===== config.mk =====
export PLATFORM = sky130hd
export DESIGN_NAME = vp_key_event
export DESIGN_NICKNAME = d
export VERILOG_FILES = /design/src/vp_pkg.sv /design/src/vp_key_event.sv
export SDC_FILE = /design/constraint.sdc
export NUM_CORES = 1
export LEC_CHECK = 0
export BUFFER_PORTS_ARGS = -buffer_cell sky130_fd_sc_hd__buf_2
export CAP_MARGIN = 10
export CELL_PAD_IN_SITES_DETAIL_PLACEMENT = 0
export CELL_PAD_IN_SITES_GLOBAL_PLACEMENT = 1
export CORE_UTILIZATION = 32
export DETAILED_ROUTE_END_ITERATION = 7
export PLACE_DENSITY = 0.84
export SYNTH_ARGS = -nofsm -noshare
export SYNTH_HDL_FRONTEND = slang
export SYNTH_SLANG_ARGS = --single-unit
export TNS_END_PERCENT = 10

===== constraint.sdc =====
create_clock -name clk_sys -period 1.4 [get_ports clk_sys]
set_clock_uncertainty 0.2 [all_clocks]
set_input_delay 0 -clock clk_sys [delete_from_list [all_inputs] [get_ports clk_sys]]
set_output_delay 0 -clock clk_sys [all_outputs]
set_load 0.005 [all_outputs]

===== src/vp_pkg.sv =====
/*
 * Shared types and constants for the console glue logic
 * Video standard, pixel code, colour channel and key types
 * Clock enable periods and cartridge size thresholds
 */
`default_nettype none

package vp_pkg;

	////////////////////////////////////////////////////////////////////////
	// Types

	typedef logic video_std_t;        // 0 NTSC, 1 PAL

	localparam video_std_t STD_NTSC = 1'b0;
	localparam video_std_t STD_PAL  = 1'b1;

	typedef logic [3:0] pixel_code_t; // R, G, B, luma from MSB down
	typedef logic [5:0] chan_t;
	typedef logic [7:0] ascii_t;

	// Toggle, pressed, extended, scan code
	typedef logic [10:0] ps2_key_t;

	// Bit 0 is "1" ... bit 8 is "9", bit 9 is "0"
	typedef logic [9:0] numpad_t;

	typedef logic [11:0] cart_addr_t;

	////////////////////////////////////////////////////////////////////////
	// Constants

	// Enable periods in clk_sys cycles
	localparam int CPU_DIV_NTSC = 8;
	localparam int CPU_DIV_PAL  = 12;
	localparam int VDC_DIV_NTSC = 6;
	localparam int VDC_DIV_PAL  = 10;

	localparam int CART_ROM_AW = 13;  // 8 KB cartridge store

	// Image sizes that unlock the bank select bits
	localparam int BANK0_SIZE = 4096;
	localparam int BANK1_SIZE = 8192;

endpackage

`default_nettype wire


===== src/vp_key_event.sv =====
/*
 * First key stage
 * Detects PS/2 event toggles and numpad vector changes
 */
`timescale 1ns/1ps
`default_nettype none

module vp_key_event import vp_pkg::*; (
	input  wire      clk_sys,
	input  wire      reset,
	input  ps2_key_t ps2_key_i,
	input  numpad_t  numpad_i,
	output logic     ev_valid_o,
	output logic     ev_is_ps2_o,
	output ps2_key_t ev_code_o,
	output numpad_t  ev_numpad_o
);

	logic    toggle_q;
	numpad_t numpad_q;
	logic    ps2_tog;
	logic    np_chg;

	assign ps2_tog = (toggle_q != ps2_key_i[10]);
	assign np_chg  = (numpad_q != numpad_i);

	always_ff @(posedge clk_sys or posedge reset) begin
		if (reset) begin
			toggle_q   <= 1'b0;
			numpad_q   <= '0;
			ev_valid_o <= 1'b0;
		end else begin
			toggle_q   <= ps2_key_i[10];
			numpad_q   <= numpad_i; // Updated even when the PS/2 event wins
			ev_valid_o <= ps2_tog | np_chg;
		end
	end

	// Event payload qualified by ev_valid_o
	always_ff @(posedge clk_sys) begin
		ev_is_ps2_o <= ps2_tog;     // PS/2 has priority
		ev_code_o   <= ps2_key_i;
		ev_numpad_o <= numpad_i;
	end

endmodule

`default_nettype wire


[Word level (Yosys, flattened, before mapping)]
Index checks and enable logic that the tools add are counted.
Cells by class
  bitwise logic cells: 1
  equal/unequal tests: 2
Operators by type and width (number)
  $ne A10 B10 Y1: 1
  $ne A1 B1 Y1: 1
  $or A1 B1 Y1: 1
Word-level totals
  output and inout bits: 23
  register bits after elaboration: 34
  input port bits: 23
  word-level logic and storage cells: 9

[Depth between registers and ports, before layout]
Gate-level depths: netlist of the first run.
  depth in word-level cells: 2
  depth in mapped cells: 3
  mapped depth without buffers: 3

[Least setup slack after synthesis of the first run]
Ideal clock, no wire load.
  path kind: register -> register
  start point: register toggle_q
  end point: register ev_valid_o
  arrival time: 0.823 ns
  setup time: 0.135 ns
  period minus slack after synthesis: 1.159 ns
  path buffers: 0
  cell stages (with the launch flop): 4
  data required time: 1.065 ns
  path slack: 0.241 ns
  path through: dfrtp_1 xor2_1 nor4_1 nand3_1
Between the ends
  cells in the longest elaborated chain, start to end: 2
RTL lines
  start, declared: RTL line vp_key_event.sv:19  | logic toggle_q;
  start signal, assigned: RTL line vp_key_event.sv:33  | toggle_q <= ps2_key_i[10];
  $ne A1 B1 Y1: RTL line vp_key_event.sv:24  | assign ps2_tog = (toggle_q != ps2_key_i[10]);
  via ps2_tog: RTL line vp_key_event.sv:21  | logic ps2_tog;
  $or A1 B1 Y1: RTL line vp_key_event.sv:35  | ev_valid_o <= ps2_tog | np_chg;
  end signal, assigned: RTL line vp_key_event.sv:35
  end, declared: RTL line vp_key_event.sv:13  | output logic ev_valid_o,
The timed path passes the listed nets, and every way through them passes these cells.

[Worst setup path in the final report of the first run]
Ends and elaborated chain as after synthesis.

==> results.yml, run 1 <==
run_status:
  status: "finished, final reports clean"
worst_setup_path:
  ff2ff_path_depth: 3
  worstPathArrival_ps: 1290
  critPathRequiredTime_ps: 1410
  critPathKind: "reg2reg"
  crit_path_max_incr_delay_ps: 380
  slowest_stage: "dfrtp_1"
  r2r_slack_ps: 120
  cp-start-kind: "flip-flop"
  crit_chain: "xor2_1, nor4_1, nand3_1"
  critPathMaxFanout: 2
  crit_path_end_kind: "flip-flop"
  r2r_start: "toggle_q"
  r2r_end: "ev_valid_o"
floorplanning:
  die_x_um: 53.9
  row_count: 18
  ioPinCount: 46
  dieArea_um2: 2910
  coreArea_um2: 2520
  start_util_pct: 34.2
  die_y_um: 53.9
worst_hold_path:
  whs_path_depth: 2
  hold_class: "in2reg"
  hold_path_end: "ev_code_o[3]"
  hold_start: "ps2_key_i[3]"
power_and_ir_drop:
  ir_worst_vdd_mv: 0.909
  leakagePower_nw: 0.694
  power_mw: 1.93
  power_density_nw_per_um2: 1340
logic_synthesis:
  synth_cells: 50
  synth-seq-cells: 34
  syn_area_um2: 863
  synth_top_area_share_pct: 51.0
  synth_area_leaders: "dfxtp_1, dfrtp_1, xor2_1, nor4_1, nand3_1"
  ys_types: 7
  syn_avg_cell_area_um2: 17.3
  synth_top_area_cell: "dfxtp_1"
  ys_seq_area_share_pct: 85.8
  syn_nets: 73
  synth-warning-count: 0
drt:
  viasPerCell: 4.12
  first_pass_iters: 2
  wl_per_cell_um: 11.1
  dr_total_vias: 642
  postRouteAntennaNets: 0
  drcViolationCount: 0
  wl_mm: 1.73
  drt-initial-drc-count: 1
global_routing:
  overflow: 0
  antenna_found_initial: 0
  grt_pass1_vias: 605
  grt_usage_pct: 14.1
  grt_pass1_wl_mm: 2.55
  grt_max_degree: 13
place:
  dp_hpwl_mm: 1.06
  gp_congestion: 0.618
  place_ws_ps: 113
  dp.cells: 125
  numPortBuffers: 45
layout:
  antennaDiodeCount: 0
  final_cell_mix: "buf_2, dlygate4sd3_1, dfxtp_1, dfrtp_1, xor2_1"
  final_cells: 156
  area_delta_synth_final_pct: 67.0
  final_common_cell: "buf_2"
  nNetsFinal: 148
  drive_gt1_share_pct: 41.3
sta:
  max_clock_freq_mhz: 781
  finalSetupViolations: 0
  finalWorstSetupSlack_ps: 120
  whs_ps: 101
  slew_headroom_pct: 70.3
  rsz0062_at_grt: "no"
  worst-slew-pin-transition_ps: 445
  setup_tns_ps: 0
  fin_crit_sh_pct: 91.4
  layout_min_cycle_time_ps: 1280
  slew_violations: 0
  hold_viol: 0
cts:
  htreeDepth: 2
  cts_made_buffers: 5
  cts_tree: "yes"
  cts.sinks: 34
  clock-root-buffer: "clkbuf_4"
  clkLatencyLatePin_ps: 330
  cts.clk_slew.worst_paths_ps: 100
  clockBufferDepth: 2
run:
  maxCapViolations: 0
metrics by stage:
| stage | area, um2 | utilization, % |
|---|---|---|
| 3_3_place_gp | 1130 | 44.6 |
| 5_1_grt | 1440 | 57.1 |
| 2_1_floorplan | 863 | - |
| 4_1_cts | 1440 | 57.1 |
| 3_5_place_dp | 1130 | 44.6 |
| 6_report | 1440 | 57.1 |
worst max-delay path by stage:
| stage | to | startpoint | slack [ps] | depth (start not counted) |
|---|---|---|---|---|
| 5_1_grt | numpad_q[2] | reset | 30 | 4 |
| 2_1_floorplan | ev_valid_o | toggle_q | 240 | 3 |
| 4_1_cts | ev_valid_o | numpad_q[0] | 110 | 3 |
| 3_3_place_gp | ev_valid_o | toggle_q | 170 | 3 |
| 6_report | ev_valid_o | toggle_q | 120 | 3 |
| 3_5_place_dp | ev_valid_o | toggle_q | 110 | 3 |
cell type report:
type	count	area (um2)
clock inverters	1	30.0
flip-flops and latches	34	741
multi-input cells	15	119
clock buffers	7	55.1
inverters	1	3.75
well taps	30	37.5
repair buffers	68	455
fillers	216	1080
metal layers:
layer / wire length, um / share of wire, % / vias up / GRT usage, %
met5: 0 / 0 / - / 0
met4: 34 / 2.0 / 0 / 10.5
met3: 187 / 11 / 5 / 8.47
met2: 774 / 45 / 45 / 21.0
met1: 733 / 42 / 286 / 14.2
li1: - / - / 306 / -
sequential cells by signal, summed over array words and instances (netlist names):
register,cells
ev_code_o,11
ev_is_ps2_o,1
ev_numpad_o,10
ev_valid_o,1
numpad_q,10
toggle_q,1
power breakdown:
group,switching (mW),total (mW),internal (mW)
combinational,0.0615,0.162,0.100
sequential,0.0145,1.04,1.02
clock,0.307,0.733,0.426
critical path: cells and delay by family (launching register included):
family,cells,cell delay (ps)
flip-flops,1,380
AND/OR/NAND/NOR,2,430
XOR/XNOR,1,150
logic make-up after synthesis:
kind of cell / after synthesis / share of synthesized area [%]
xor+xnor: 11 / 11.2
buf+inv: 1 / 0.434
simple gates: 4 / 2.61
flops: 34 / 85.8
cell usage after synthesis, drive strengths merged:
| master | n |
|---|---|
| dfrtp | 12 |
| dfxtp | 22 |
| inv | 1 |
| nand3 | 1 |
| nor3 | 1 |
| nor4 | 2 |
| xor2 | 11 |
timing repair:
item,in CTS,in global routing
endpoints found under the setup margin,0,0
hold buffers,23,0
hold endpoints to repair,46,0
resized for setup,0,0
buffers inserted,0,0
Note: power is estimated with default switching activity, not from simulation.
==> run 2: changes to the inputs <==
- CELL_PAD_IN_SITES_DETAIL_PLACEMENT: 0 -> 1
==> run 2 against run 1 <==
Sequential share of layout area increased by 1.7 points. Sequential power about the same. Routed wire length increased by 15%. Critical endpoint unchanged. Critical path depth increased by 2. Die area unchanged. Largest power group unchanged. Combinational power about the same. Largest cell class unchanged. Hold slack got worse by 77 ps.
==> results.yml, run 2 (same netlist as run 1, synthesis figures left out) <==
run_status:
  status: "finished, final reports clean"
cts:
  cts.clk_slew.worst_paths_ps: 100
  cts_tree: "yes"
  cts_made_buffers: 5
  htreeDepth: 2
  cts.sinks: 34
  clkLatencyLatePin_ps: 320
  clock-root-buffer: "clkbuf_4"
  clockBufferDepth: 2
floorplanning:
  coreArea_um2: 2520
  start_util_pct: 34.2
  row_count: 18
  ioPinCount: 46
  dieArea_um2: 2910
  die_y_um: 53.9
  die_x_um: 53.9
global_routing:
  grt_usage_pct: 16.4
  grtUsageMet3_pct: 11.3
  grtUsageMet2_pct: 26.1
  busiest_layer: "met2"
  overflow: 0
  grt_pass1_vias: 686
  grt_pass1_wl_mm: 3.14
  grtUsageMet1_pct: 17.1
  grt_max_degree: 13
  antenna_found_initial: 0
power_and_ir_drop:
  power_density_nw_per_um2: 1210
  leakagePower_nw: 0.669
  ir_worst_vdd_mv: 0.785
  power_mw: 1.69
layout:
  fin_util_pct: 55.3
  largest_registers: "ev_code_o (11), ev_numpad_o (10), numpad_q (10)"
  top_register: "ev_code_o"
  largest_reg_flops: 11
  final_common_cell: "buf_2"
  nNetsFinal: 147
  drive_gt1_share_pct: 41.1
  final_cell_mix: "buf_2, dfxtp_1, dlygate4sd3_1, dfrtp_1, xor2_1"
  antennaDiodeCount: 0
  final_cells: 154
  area_delta_synth_final_pct: 61.6
sta:
  fin_crit_sh_pct: 88.6
  finalSetupViolations: 0
  hold_viol: 0
  worst-slew-pin-transition_ps: 453
  slew_violations: 0
  setup_tns_ps: 0
  rsz0062_at_grt: "no"
  layout_min_cycle_time_ps: 1240
  slew_headroom_pct: 69.8
  whs_ps: 23.7
  max_clock_freq_mhz: 806
drt:
  postRouteAntennaNets: 0
  first_pass_iters: 2
  viasPerCell: 4.11
  drcViolationCount: 0
  drt-initial-drc-count: 3
  wl_per_cell_um: 12.9
  dr_total_vias: 633
  wl_mm: 1.99
worst_setup_path:
  r2r_start: "toggle_q"
  r2r_slack_ps: 160
  cp_top_family: "buffers and inverters"
  critPathMaxFanout: 3
  critPathKind: "in2reg"
  ff2ff_path_depth: 3
  crit_chain: "dlygate4sd3_1, buf_2, xor2_1, nor4_1, nand3_1"
  critPathRequiredTime_ps: 1400
  worstPathArrival_ps: 1240
  worst-path-buf-inv: 2
  crit_path_end_kind: "flip-flop"
  crit_path_max_incr_delay_ps: 540
  slowest_stage: "dlygate4sd3_1"
  cp-start-kind: "input port"
  r2r_end: "ev_valid_o"
place:
  dp.cells: 125
  dp_hpwl_mm: 1.19
  numPortBuffers: 45
  gp_congestion: 0.618
run:
  maxCapViolations: 0
worst_hold_path:
  hold_class: "in2async"
run 2: power by group:
group	switching, mW	internal (mW)
registers	0.0152	1.02
logic	0.0641	0.0987
clock network	0.298	0.187
run 2: worst min-delay path: stages:
cell and delay, ps:
dlygate4sd3_1 530, buf_2 120, inv_1 340
run 2: how the worst max path moves through the flow:
stage | startpoint | to | slack [ps] | cells past startpoint
after floorplan | toggle_q | ev_valid_o | 240 | 3
after global placement | toggle_q | ev_valid_o | 170 | 3
after detailed placement | toggle_q | ev_valid_o | 140 | 3
after CTS | toggle_q | ev_valid_o | 140 | 3
after global routing | numpad_q[3] | ev_valid_o | 70 | 3
final | ps2_key_i[10] | ev_valid_o | 160 | 5
run 2: area by class of cell:
class,instances,area (um2)
fill,280,1130
sequential,34,741
timing repair buffer,67,445
multi-input combinational,15,119
clock buffer,6,41.3
tap,30,37.5
clock inverter,1,7.51
inverter,1,3.75
run 2: routing by layer:
metal / vias up / wire length [um]
met2: 42 / 895
met4: 0 / 22
li1: 306 / -
met5: - / 0
met3: 2 / 265
met1: 283 / 810
run 2: through the flow:
stage,cell area (um2),setup slack [ps]
detailed placement,1130,142
global placement,1130,171
global route,1400,74.8
CTS,1400,140
finish,1400,160
floorplan,863,241
run 2: repair_timing:
item / in CTS / in global routing
gates resized for setup: 0 / 0
buffers inserted: 0 / 0
endpoints found under the hold margin: 46 / 0
hold buffers: 22 / 0
==> run 3: changes to the inputs <==
- CORE_ASPECT_RATIO: default -> 0.5
- CORE_UTILIZATION: 32 -> 28
- PLACE_DENSITY: 0.84 -> 0.76
==> run 3 against run 2 <==
Clock power rose by 75%. Final area rose by 5.5%. Via count rose by 2.4%. Critical path depth did not move. Utilization fell by 1.8 points. Highest routed layer unchanged.
==> results.yml, run 3 (same netlist as run 1, synthesis figures left out) <==
drt:
  wl_per_cell_um: 16.8
  dr_total_vias: 648
  wl_mm: 2.72
  drt-initial-drc-count: 54
  first_pass_iters: 4
  postRouteAntennaNets: 0
  drcViolationCount: 0
  viasPerCell: 4.00
layout:
  register_area_um2: 741
  largest_registers: "ev_code_o (11), ev_numpad_o (10), numpad_q (10)"
  nFillCells: 294
  multi_input_comb_area_um2: 125
  final_cells: 162
  nNetsFinal: 147
  fin_util_pct: 53.5
  final_cell_mix: "buf_2, dfxtp_1, dlygate4sd3_1, dfrtp_1, xor2_1"
  area_delta_synth_final_pct: 70.4
  final_common_cell: "buf_2"
  drive_gt1_share_pct: 43.2
  antennaDiodeCount: 0
  top_register: "ev_code_o"
  largest_reg_flops: 11
power_and_ir_drop:
  p_switching_uw: 448
  switching_share_pct: 21.6
  power_frac_comb_pct: 8.5
  seq_power_share_pct: 50.5
  ir_worst_vdd_mv: 0.652
  clkPwrFrac_pct: 41.1
  p_int_mw: 1.62
  power_density_nw_per_um2: 1410
  leakagePower_nw: 0.702
  power_mw: 2.07
worst_setup_path:
  slowest_stage: "dlygate4sd3_1"
  endpoint: "ev_valid_o"
  critPathKind: "in2reg"
  r2r_end: "ev_valid_o"
  critPathRequiredTime_ps: 1350
  r2r_slack_ps: 80
  crit_path_end_kind: "flip-flop"
  r2r_start: "toggle_q"
  worstPathArrival_ps: 1300
  crit_path_max_incr_delay_ps: 530
  ff2ff_path_depth: 3
  crit_start: "ps2_key_i[10]"
  cp-start-kind: "input port"
  critPathMaxFanout: 3
  crit_chain: "dlygate4sd3_1, buf_2, xor2_1, nor4_2, nand3_1"
sta:
  slew_headroom_pct: 68.8
  finalWorstSetupSlack_ps: 49.2
  finalSetupViolations: 0
  worst-slew-pin-transition_ps: 468
  hold_viol: 0
  fin_crit_sh_pct: 96.5
  max_clock_freq_mhz: 740
  slew_violations: 0
  layout_min_cycle_time_ps: 1350
worst_hold_path:
  hold_class: "in2async"
global_routing:
  overflow: 0
  grt_pass1_vias: 655
  grt_usage_pct: 17.2
  grt_pass1_wl_mm: 3.67
  grt_max_degree: 13
  antenna_found_initial: 0
floorplanning:
  die_y_um: 41.3
  dieArea_um2: 3320
  die_x_um: 80.5
  ioPinCount: 46
  coreArea_um2: 2750
  row_count: 13
  start_util_pct: 31.4
run_status:
  status: "finished, final reports clean"
cts:
  cts.clk_slew.worst_paths_ps: 70
  cts_made_buffers: 5
  clock-root-buffer: "clkbuf_8"
  clkLatencyLatePin_ps: 280
  htreeDepth: 2
  post-cts-setup-buffer-count: 0
  cts_tree: "yes"
  cts.sinks: 34
  clockBufferDepth: 2
run:
  maxCapViolations: 0
place:
  numPortBuffers: 45
  dp.cells: 132
  place_ws_ps: 73.8
  gp_congestion: 0.582
run 3: cell type report:
| cell class | instances | area share, % |
|---|---|---|
| well taps | 37 | 3.15 |
| flip-flops and latches | 34 | 50.3 |
| repair buffers | 67 | 30.3 |
| clock buffers | 8 | 7.48 |
| inverters | 1 | 0.255 |
| multi-input cells | 15 | 8.50 |
run 3: worst max-delay path, delay by kind of cell:
kind          cells  cell delay [ps]
buf+inv           2              670
simple gates      2              440
xor+xnor          1              190
run 3: what timing repair did:
item | 4_1_cts | 5_1_grt
gates resized for setup | 0 | 1
hold endpoints to repair | 46 | 0
hold buffers | 22 | 0
endpoints found under the setup margin | 0 | 1
run 3: how the worst min path moves through the flow:
stage | start | end | slack, ps | cells past startpoint
global route | reset | numpad_q[8] | 120 | 3
finish | reset | numpad_q[1] | 100 | 3
floorplan | reset | ev_valid_o | -340 | 1
CTS | reset | numpad_q[3] | 90 | 3
global placement | reset | numpad_q[3] | -170 | 2
detailed placement | reset | numpad_q[5] | -170 | 2
run 3: metal layers:
metal  up-vias  GRT usage, %  routed length [um]
li1        302             -                   -
met1       332          21.7                1220
met2        12          28.0                1430
met3         2          4.89                  47
met4         0          9.38                  17
met5         -             0                   0
run 3: metrics by stage:
stage	area, um2	hold slack (ps)	TNS [ps]
6_report	1470	96.3	0
2_1_floorplan	863	-335	0
4_1_cts	1470	88.9	0
5_1_grt	1470	120	-9.10
3_3_place_gp	1130	-175	0
3_5_place_dp	1130	-174	0
run 3: power groups by stage:
stage	sequential, mW	clock [mW]	combinational [mW]
final	1.04	0.849	0.175
after global routing	1.05	0.920	0.189
after CTS	1.04	0.848	0.167
after detailed placement	1.06	0	0.115
after global placement	1.06	0	0.112
after floorplan	1.06	0	0.0280
