<file path="config.mk">
export PLATFORM = sky130hd
export DESIGN_NAME = vp_cart_map
export DESIGN_NICKNAME = d
export VERILOG_FILES = /design/src/vp_pkg.sv /design/src/vp_cart_map.sv
export SDC_FILE = /design/constraint.sdc
export NUM_CORES = 1
export LEC_CHECK = 0
export BUFFER_PORTS_ARGS = -buffer_cell sky130_fd_sc_hd__clkbuf_2
export CORE_MARGIN = 8
export CORE_UTILIZATION = 30
export DETAILED_ROUTE_END_ITERATION = 8
export GPL_TIMING_DRIVEN = 0
export PLACE_DENSITY = 0.56
export RECOVER_POWER = 100
export SLEW_MARGIN = 20
export SYNTH_ARGS = -nofsm -noshare
export SYNTH_HDL_FRONTEND = slang
export SYNTH_SLANG_ARGS = --single-unit
</file>
<file path="constraint.sdc">
create_clock -name clk_sys -period 4.2 [get_ports clk_sys]
set_input_delay 0.84 -clock clk_sys [delete_from_list [all_inputs] [get_ports clk_sys]]
set_output_delay 0.84 -clock clk_sys [all_outputs]
set_load 0.02 [all_outputs]
</file>
<file path="src/vp_pkg.sv">
/*
 * Shared types and constants for the console glue logic
 * Video standard, pixel code, colour channel and key types
 * Clock enable periods and cartridge size thresholds
 */
`default_nettype none

package vp_pkg;

	////////////////////////////////////////////////////////////////////////
	// Types

	typedef logic video_std_t;        // 0 NTSC, 1 PAL

	localparam video_std_t STD_NTSC = 1'b0;
	localparam video_std_t STD_PAL  = 1'b1;

	typedef logic [3:0] pixel_code_t; // R, G, B, luma from MSB down
	typedef logic [5:0] chan_t;
	typedef logic [7:0] ascii_t;

	// Toggle, pressed, extended, scan code
	typedef logic [10:0] ps2_key_t;

	// Bit 0 is "1" ... bit 8 is "9", bit 9 is "0"
	typedef logic [9:0] numpad_t;

	typedef logic [11:0] cart_addr_t;

	////////////////////////////////////////////////////////////////////////
	// Constants

	// Enable periods in clk_sys cycles
	localparam int CPU_DIV_NTSC = 8;
	localparam int CPU_DIV_PAL  = 12;
	localparam int VDC_DIV_NTSC = 6;
	localparam int VDC_DIV_PAL  = 10;

	localparam int CART_ROM_AW = 13;  // 8 KB cartridge store

	// Image sizes that unlock the bank select bits
	localparam int BANK0_SIZE = 4096;
	localparam int BANK1_SIZE = 8192;

endpackage

`default_nettype wire

</file>
<file path="src/vp_cart_map.sv">
/*
 * Cartridge download size counter
 * Bank-switched ROM address and download write enable
 */
`timescale 1ns/1ps
`default_nettype none

module vp_cart_map import vp_pkg::*; #(
	parameter int AW = 13
) (
	input  wire           clk_sys,
	input  wire           reset,
	input  wire           download_i,
	input  wire           wr_i,
	input  wire  [AW-1:0] dl_addr_i,
	input  cart_addr_t    cart_a_i,
	input  wire           bs0_i,
	input  wire           bs1_i,
	output logic [AW-1:0] rom_addr_o,
	output logic          rom_we_o
);

	logic [15:0] cart_size;
	logic        dl_q;
	logic [12:0] bank_addr;

	always_ff @(posedge clk_sys or posedge reset) begin
		if (reset) begin
			dl_q      <= 1'b0;
			cart_size <= 16'd0;
		end else begin
			dl_q <= download_i;
			if (download_i && !dl_q)     // New image starts
				cart_size <= 16'd0;
			else if (download_i && wr_i)
				cart_size <= cart_size + 16'd1;
		end
	end

	// Bank bits only count once the image is large enough
	assign bank_addr = {(cart_size >= BANK1_SIZE) ? bs1_i : 1'b0,
		(cart_size >= BANK0_SIZE) ? bs0_i : 1'b0, cart_a_i[11], cart_a_i[9:0]};

	assign rom_addr_o = download_i ? dl_addr_i : AW'(bank_addr);
	assign rom_we_o   = download_i & wr_i;

endmodule

`default_nettype wire

</file>
After elaboration in Yosys (flattened, before gate mapping)
Cells that the tools add are included.

word-level totals
  flip-flop bits (word level) = 17
  input port bits = 31
  output and inout port bits = 14
  word-level logic and storage cells = 15

operators by class
  add/subtract/negate cells = 1
  $lt $le $gt $ge = 2
  mux-type cells = 5
  bitwise logic cells = 1
  reduce and logical (&&, ||, !) cells = 4

operator list
  operator                 number
  $mux W16                 2
  $add A16 B1 Y16 const B  1
  $ge A16 B13 Y1 const B   1
  $ge A16 B14 Y1 const B   1
  $mux W13                 1
  $logic_and A1 B1 Y1      2
  $mux W1                  2
  $reduce_bool A2 Y1       1
  $and A1 B1 Y1            1
  $logic_not A1 Y1         1

Longest topological paths before layout
Gate-level depths: netlist of run 1.

  depth after elaboration = 3
  mapped depth = 6
  mapped depth without buffers = 5

Worst setup path after synthesis of run 1
Ideal clock, no wire load.

  path kind = input to output
  start point = input port download_i
  end point = output port rom_addr_o[11]
  data arrival time = 1.720 ns
  data required time = 3.360 ns
  setup slack = 1.640 ns
  cell stages on the path = 3
  buffers on the path = 2
  path through = buf_4 -> clkbuf_1 -> o21ai_0

on the way
  word-level cells in the longest chain between the ends = 1

RTL lines
  element          line               text
  start, declared  vp_cart_map.sv:13  input wire download_i,
  $mux W13         vp_cart_map.sv:44  assign rom_addr_o = download_i ? dl_addr_i : AW'(bank_addr);
  end, declared    vp_cart_map.sv:19  output logic [AW-1:0] rom_addr_o,

No other way between the ends.

Final worst setup path of run 1
  start point = input port download_i
  end point = output port rom_addr_o[8]

The elaborated chain is that of the path after synthesis.

==> metrics.txt, run 1 <==
final setup TNS 0 ns; critical path class in2out; drt total wl 2610 um; endpoints failing setup 0; initial core utilization 31.42%; Leakage Power 0.5569 nW; post-route ant nets 0; status complete, no violations; top cell type's share of synthesized area 40.57%; Antenna diodes 0; Mapped Area 1049 um^2; Post-CTS Hold Buffers 0; Seq/Total Area, Yosys 40.57%; clock sink count 17; asr flop ratio synth 100.0%; Post-CTS Setup Inserts 0; worst path required time 3.36 ns; Gates resized, CTS repair 0; Total GRT Usage 9.188%; mux contribution to synthesized area 11.81%; area grow syn2layout 26.25%; CTS clock-pin slew for the worst setup and hold paths about 0.10 ns; DIE AREA 5643 um^2; reg2reg setup slack around 2.3 ns; crit path time final 3.099 ns; yosys warns 0; arrival time worst endpoint 2.26 ns; vias ~940; routability cong. about 0.74; total gr overflow 0; vias in the first global route 963; worst hold path type reg2reg; period utilisation layout 73.80%; post-synthesis xor/xnor area fraction 6.683%; commonest non-fill, non-tap cell in the layout clkbuf_2; Critical R2R Capture cart_size[15]; DR vias/cell around 4.6; Worst setup startpoint download_i; maximum VDD drop between 0.15 and 0.2 mV; Clock Tree Buf Depth 2; port bufs 43; number of synthesized flops with an enable pin 0; clock skew 0.01266 ns; RR Startpoint dl_q; final-report hold violation count 0; largest net degree at the start of global routing 18; worst hold slack ~0.55 ns; Post-Synth Adder-Cell Area under 10%; share of cells above drive strength 1 between 20% and 30%; worst-path fanout max 10; compound-gate portion of the synthesized area 10.02%; Rows 21; Avg WL per Cell 12.86 um; area leader, netlist dfrtp_1; startpoint types input port; initial detailed-routing violation count 19; router iterations before antenna repair 4; Synth Instances 110; power density cells 252.3 nW/um^2; placeable core area 3337 um^2; Slew headroom 57.29%; Finished Core Util between 30% and 40%; syn nets 143; most frequent cells in the layout 28 x clkbuf_2, 21 x clkbuf_1, 17 x dfrtp_1; Main synth FF type dfrtp_1; main combinational cell family by area after synthesis simple AND/OR/NAND/NOR gates; Worst-Margin Slew 0.6400 ns; drc violations 0; initial antenna violation count 0; CTS Buf Count 3; Slew Viols, Final 0; CTS tree built; io pins 45; number of fill cells approximately 360; Die X 75.12 um; mean area per synthesized cell 9.532 um^2; Max Clock Freq roughly 320 MHz; crit end category output pin; Max Cap Violations 0; nets 191; crit path to rom_addr_o[8]; simple-gate share of the synthesized area 23.27%; H-Tree Depth 1; Detail Placement HPWL around 2100 um; count of cell types in the netlist 28; die height between 70 and 80 um; Clock Latency Late Sink 0.30 ns; global-route wire length before repair around 4100 um; Seq cells post-synth 17; Worst R2R Path Depth 6; RSZ-0062 raised after global routing false; clk root buf clkbuf_4; top cells by area, synth dfrtp_1 41%, mux2_2 12%, xnor2_1 5.0%
==> state kept, by name, indices dropped and copies added, names as in the netlist <==
register,count
cart_size,16
dl_q,1
==> synth_stat cells (2+ instances only) <==
cell type  instances
or3_1              6
nor4b_1            2
nor4_1             3
nand4_1            2
nor2_1             8
inv_1              4
mux2_2            11
nand2_1            8
o31ai_1            4
buf_2              2
xor2_1             2
a21oi_1            7
ha_1               2
dfrtp_1           17
nand3_1            4
clkbuf_1           3
or4_1              4
xnor2_1            6
o21ai_0            6
==> metrics by stage <==
stage | total power (W) | worst slack (ns) | cells | cell area (um^2)
finish | 0.0003339 | 1.101 | 203 | 1324
global placement | 0.0002479 | 1.371 | 199 | 1321
floorplan | 0.0002203 | 1.640 | 110 | 1049
global route | 0.0003562 | 0.9165 | 203 | 1324
CTS | 0.0003437 | 1.337 | 203 | 1351
detailed placement | 0.0002496 | 1.338 | 199 | 1321
==> worst min path at each step <==
stage	slack (ns)	cells past startpoint	start	to
floorplan	0.50	2	cart_size[7]	cart_size[7]
global placement	0.53	2	cart_size[15]	cart_size[15]
detailed placement	0.54	2	cart_size[7]	cart_size[7]
CTS	0.56	2	cart_size[7]	cart_size[7]
global route	0.58	2	cart_size[15]	cart_size[15]
finish	0.55	2	cart_size[15]	cart_size[15]
==> critical path: stages <==
cell and delay, ns:
clkbuf_1 0.09, clkbuf_1 0.36, clkbuf_1 0.41, mux2_2 0.39
clkbuf_1 0.17
==> kinds of logic (layout without fill, tap and decap cells) <==
logic type,count (synthesis),count (layout)
mux,11,11
flops,17,17
simple gates,43,43
xor+xnor,8,8
compound gates,18,18
buf+inv,11,58
fa+ha+maj,2,2
==> metal layers <==
layer | routed length (um) | GRT usage [%] | vias up
met5 | 0 | 0 | -
met4 | 26 | 3.261 | 0
met3 | 43 | 2.130 | 4
met2 | 1447 | 16.60 | 8
met1 | 1092 | 10.13 | 441
li1 | - | - | 488
==> cell type report <==
cell class / count / area, um^2 / share of cell area, %
Multi-Input combinational cell: 82 / 565.5 / 42.72
Sequential cell: 17 / 425.4 / 32.14
Timing Repair Buffer: 43 / 196.4 / 14.84
Tap cell: 46 / 57.56 / 4.348
Buffer: 7 / 33.78 / 2.552
Clock buffer: 3 / 22.52 / 1.701
Inverter: 4 / 15.01 / 1.134
Clock inverter: 1 / 7.507 / 0.5671
==> report_power, final <==
group | internal, W | total [W] | switching, W
combinational | 0.0000295 | 0.0000678 | 0.0000383
sequential | 0.000168 | 0.000174 | 0.00000543
clock | 0.0000363 | 0.0000923 | 0.0000560
total | 0.000234 | 0.000334 | 0.0000997
(Power assumes the default switching activity.)
==> inputs of run 2 (changes only) <==
Settings changed: PLACE_DENSITY 0.56 to 0.58.
Clock period 4.2 ns to 2.85 ns, I/O delays scaled along.
==> metrics.txt, run 2 (synthesis gave the netlist of run 1 again) <==
critical path class in2out; Max Clock Freq 429.6 MHz; io pins between 40 and 50; drc violations 0; RR Startpoint dl_q; Antenna diodes 0; period utilisation layout 81.67%; port bufs 43; Slew Viols, Final 0; number of fill cells 346; Worst-Margin Slew 0.6410 ns; worst path required time 2.28 ns; startpoint types input port; register bank with the most flops cart_size; routed wl met2 1431 um; area grow syn2layout 25.54%; routability cong. 0.7807; Avg WL per Cell 12.85 um; maximum VDD drop 0.2501 mV; routed wl met3 between 40 and 50 um; clock skew 0.006917 ns; drt total wl 2609 um; initial core utilization 31.42%; die height 75.12 um; final-report hold violation count 0; RSZ-0062 raised after global routing false; vias slightly below 1,000; nets 191; commonest non-fill, non-tap cell in the layout clkbuf_2; worst-path fanout max 10; Clock Latency Late Sink 0.29 ns; highest metal used met4; max FFs per register 16; crit path time final between 2 and 2.5 ns; Rows 21; largest net degree at the start of global routing 18; Max Cap Violations 0; peak per-stage delay on the critical path 0.39 ns; DR vias/cell 4.749; Total GRT Usage 9.360%; Slew headroom 57.22%; Die X 75.12 um; post-route ant nets 0; Critical Path Most Common Cell clkbuf_1; Leakage Power ~0.56 nW; crit end category output pin; CTS Buf Count 3; router iterations before antenna repair 4; total gr overflow 0; area of the multi-input gates ~560 um^2; DIE AREA 5643 um^2; arrival time worst endpoint 1.76 ns; status complete, no violations; final setup TNS 0 ns; biggest regs cart_size: 16 flops, dl_q: 1 flops; reg2reg setup slack 0.82 ns; most frequent cells in the layout 30 x clkbuf_2, 20 x clkbuf_1, 17 x dfrtp_1; Worst R2R Path Depth 6; CTS clock-pin slew for the worst setup and hold paths 0.10 ns; CTS tree built; Post-CTS Setup Inserts 0; Worst setup startpoint download_i; power density cells 370.8 nW/um^2; H-Tree Depth 1; global-route wire length before repair 4229 um; endpoints failing setup 0; Sequential Area 425.4 um^2; share of cells above drive strength 1 29.30%; Worst path slowest cell mux2_2; dpl cell area 1321 um^2; placeable core area around 3300 um^2; crit path to rom_addr_o[9]; worst hold path type in2async; Critical R2R Capture cart_size[14]; clk root buf clkbuf_4; initial detailed-routing violation count 23; Clock Tree Buf Depth 2; clock sink count 17; crit-path cells clkbuf_2, buf_4, clkbuf_1, mux2_2, clkbuf_1; initial antenna violation count 0; Gates resized, CTS repair 0; M1 WL 1115 um; Post-CTS Hold Buffers 0; cell area after layout 1316 um^2; vias in the first global route about 950; Detail Placement HPWL roughly 2100 um
-- run 2: changes by cell type in the layout (fill, tap and decap cells not counted), sizes merged --
| cell | delta |
|---|---|
| clkbuf | +1 |
| clkinvlp | -1 |
-- run 2: worst min path at each step --
stage	endpoint	from
after detailed placement	cart_size[7]	cart_size[7]
after floorplan	cart_size[0]	reset
after CTS	cart_size[2]	reset
after global routing	dl_q	download_i
final	cart_size[12]	reset
after global placement	cart_size[15]	cart_size[15]
-- run 2: metrics by stage --
step | setup slack [ns] | hold slack [ns] | total power, W | util, % | instances
2_1_floorplan | 0.8303 | 0.4961 | 0.0003246 | - | 110
3_3_place_gp | 0.5624 | 0.5308 | 0.0003652 | 39.60 | 199
3_5_place_dp | 0.5376 | 0.5332 | 0.0003680 | 39.60 | 199
4_1_cts | 0.5387 | 0.3500 | 0.0005036 | 40.38 | 203
5_1_grt | 0.4362 | 0.3722 | 0.0005185 | 39.45 | 203
6_report | 0.5225 | 0.3227 | 0.0004881 | 39.45 | 203
-- run 2: final cells by class --
cell class	count	share of cell area, %
buffer	7	2.281
clock buffer	4	1.996
inverter	4	1.141
multi-input combinational	82	42.78
sequential	17	32.32
tap	46	4.373
timing repair buffer	43	15.11
-- run 2: critical path, delay by kind of cell --
kind	cells	cell delay (ns)
buf+inv	4	0.79
mux	1	0.39
-- run 2: power breakdown --
part / total (W) / internal [W] / switching (W)
Clock: 0.000132 / 0.0000544 / 0.0000774
Combinational: 0.000100 / 0.0000429 / 0.0000571
Sequential: 0.000256 / 0.000248 / 0.00000821
Total: 0.000488 / 0.000345 / 0.000143
-- run 2: per-layer routing --
metal  global-route usage, %  up-vias
met4                   1.957        0
met1                   11.09      462
met3                   2.796        4
li1                        -      491
met5                       0        -
met2                   16.12        7
==> inputs of run 3 (changes only) <==
Settings changed: ABC_AREA set to 1, PLACE_DENSITY 0.58 to 0.57.
Clock period 2.85 ns to 1.9 ns, I/O delays scaled along.
==> metrics.txt, run 3 <==
status complete, no violations; Die X ~77 um; final setup TNS 0 ns; reg2reg setup slack around 0.36 ns; Post-synth top cells 64 x nand2_1, 18 x nor2_1, 17 x dfrtp_1, 15 x inv_1, 10 x o21ai_0; count of cell types in the netlist 21; highest metal used met4; arrival time worst endpoint 1.36 ns; worst hold slack ~0.19 ns; largest net degree at the start of global routing 18; DIE AREA 5928 um^2; maximum VDD drop about 0.27 mV; biggest regs cart_size: 16 flops, dl_q: 1 flops; placeable core area 3606 um^2; vias in the first global route roughly 1,200; crit-path cells clkbuf_1, buf_6, clkbuf_1, nand2_1, nand2_1, clkbuf_1; RSZ-0062 raised after global routing false; Max Clock Freq 574.3 MHz; power density cells 575.6 nW/um^2; Leakage Power 0.7442 nW; H-Tree Depth 1; Synth Instances 164; Rows 22; Seq/Total Area, Yosys roughly two fifths; routability cong. 0.7488; Logic pwr share 18.3%; clock group share of total power about a third; commonest non-fill, non-tap cell in the layout nand2_1; sequential power share 47.0%; critical path class in2out; clock sink count 17; CTS tree built; internal cell power 0.0005677 W; period utilisation layout 91.64%; Main synth FF type dfrtp_1; Worst-Margin Slew between 0.6 and 0.7 ns; final-report hold violation count 0; initial detailed-routing violation count 16; worst path required time 1.52 ns; register bank with the most flops cart_size; drt total wl between 2000 and 3000 um; top cells by area, synth dfrtp_1 38%, nand2_1 22%, nor2_1 6.1%; global-route wire length before repair 4988 um; Clock Tree Buf Depth 2; io pins 45; area grow syn2layout 23.77%; Max Cap Violations 0; die height 77.00 um; share of cells above drive strength 1 20.95%; Sequential Area roughly 430 um^2; CTS clock-pin slew for the worst setup and hold paths around 0.07 ns; DR vias/cell 4.360; Critical Path Most Common Cell clkbuf_1; switching part of the total between 20% and 30%; worst-path fanout max 10; startpoint types input port; Slew Viols, Final 0; initial core utilization 30.95%; Avg WL per Cell 10.93 um; CTS Buf Count 3; nets 244; Total GRT Usage around a tenth; worst hold path type in2async; Slew headroom between 50% and 60%; port bufs 43; M1 WL 1325 um; number of synthesized flops with an enable pin 0; max FFs per register 16; clock skew 0.006944 ns; NetSw 0.0002274 W; Antenna diodes 0; most frequent cell after synthesis nand2_1; router iterations before antenna repair 4; mean area per synthesized cell 6.805 um^2; syn nets 197; Seq cells post-synth 17; yosys warns 0; asr flop ratio synth 100.0%; Mapped Area between 1000 and 1500 um^2; endpoints failing setup 0; area of the multi-input gates 566.8 um^2; vias 1,125; Detail Placement HPWL 2348 um; crit end category output pin; peak per-stage delay on the critical path 0.33 ns; post-route ant nets 0; top cell type's share of synthesized area between 30% and 40%; Clock Latency Late Sink roughly 0.26 ns; crit path time final 1.741 ns; initial antenna violation count 0; area leader, netlist dfrtp_1; routed wl met2 approximately 1200 um; Worst path slowest cell clkbuf_1; most frequent cells in the layout 67 x nand2_1, 37 x clkbuf_2, 20 x nor2_1; routed wl met3 between 200 and 250 um; total gr overflow 0; drc violations 0; number of fill cells about 400; clk root buf clkbuf_8
## run 3: cell types whose count changed after synthesis, sizes merged, moves of 6 or more
| cell | change |
|---|---|
| mux2 | -11 |
| xnor2 | -6 |
| o21ai | +6 |
| nor2 | +13 |
| nand2 | +59 |
| or3 | -6 |
| inv | +11 |
## run 3: timing repair
action | 4_1_cts | 5_1_grt
hold buffers | 0 | 0
resized for setup | 0 | 0
setup buffers | 0 | 0
setup endpoints to repair | 0 | 1
## run 3: power groups by stage
stage	logic [W]	clock network (W)	registers, W
finish	0.000145	0.000276	0.000374
global route	0.000165	0.000303	0.000374
CTS	0.000158	0.000287	0.000373
detailed placement	0.000157	0	0.000380
global placement	0.000158	0	0.000380
floorplan	0.0000917	0	0.000379
## run 3: final cells by class
| cell class | count | area share, % |
|---|---|---|
| Tap cell | 48 | 4.348 |
| Sequential cell | 17 | 30.80 |
| Timing Repair Buffer | 43 | 15.04 |
| Clock buffer | 3 | 2.989 |
| Multi-Input combinational cell | 128 | 41.03 |
| Buffer | 3 | 1.359 |
| Inverter | 15 | 4.076 |
| Clock inverter | 1 | 0.3623 |
## run 3: per-stage QoR
| step | instance area (um^2) | total power, W | worst slack, ns | util (%) | std cells |
|---|---|---|---|---|---|
| CTS | 1438 | 0.0008180 | 0.1044 | 39.87 | 259 |
| floorplan | 1116 | 0.0004711 | 0.4516 | - | 164 |
| global placement | 1391 | 0.0005378 | 0.1098 | 38.58 | 255 |
| detailed placement | 1391 | 0.0005375 | 0.1059 | 38.58 | 255 |
| global route | 1381 | 0.0008420 | 0.05288 | 38.31 | 258 |
| finish | 1381 | 0.0007951 | 0.1589 | 38.31 | 258 |
## run 3: metal layers
metal / vias up / track usage [%]
met5: - / 0
met4: 0 / 3.962
met2: 37 / 16.91
met3: 5 / 4.545
met1: 475 / 10.53
li1: 608 / -
## run 3: kinds of logic (layout without fill, tap and decap cells)
group	after synthesis	in the layout	synth area share (%)
flip-flops	17	17	38.12
AO/OA/AOI/OAI	25	25	13.00
adder cells (fa/ha/maj)	2	2	2.242
buffers and inverters	19	65	7.174
AND/OR/NAND/NOR	101	101	39.46
## run 3: critical path, delay by kind of cell
| family | cells | cell delay (ns) |
|---|---|---|
| AND/OR/NAND/NOR | 2 | 0.17 |
| buffers and inverters | 4 | 0.80 |
## run 3: worst paths after layout
kind                                     from            end  cells past startpoint
min in group clk_sys               download_i           dl_q                      1
worst max register to register           dl_q  cart_size[13]                      8
worst min register to register  cart_size[11]  cart_size[11]                      1
max in group asynchronous               reset   cart_size[9]                      2
worst min-delay path                    reset   cart_size[3]                      2
worst max-delay path               download_i  rom_addr_o[2]                      6
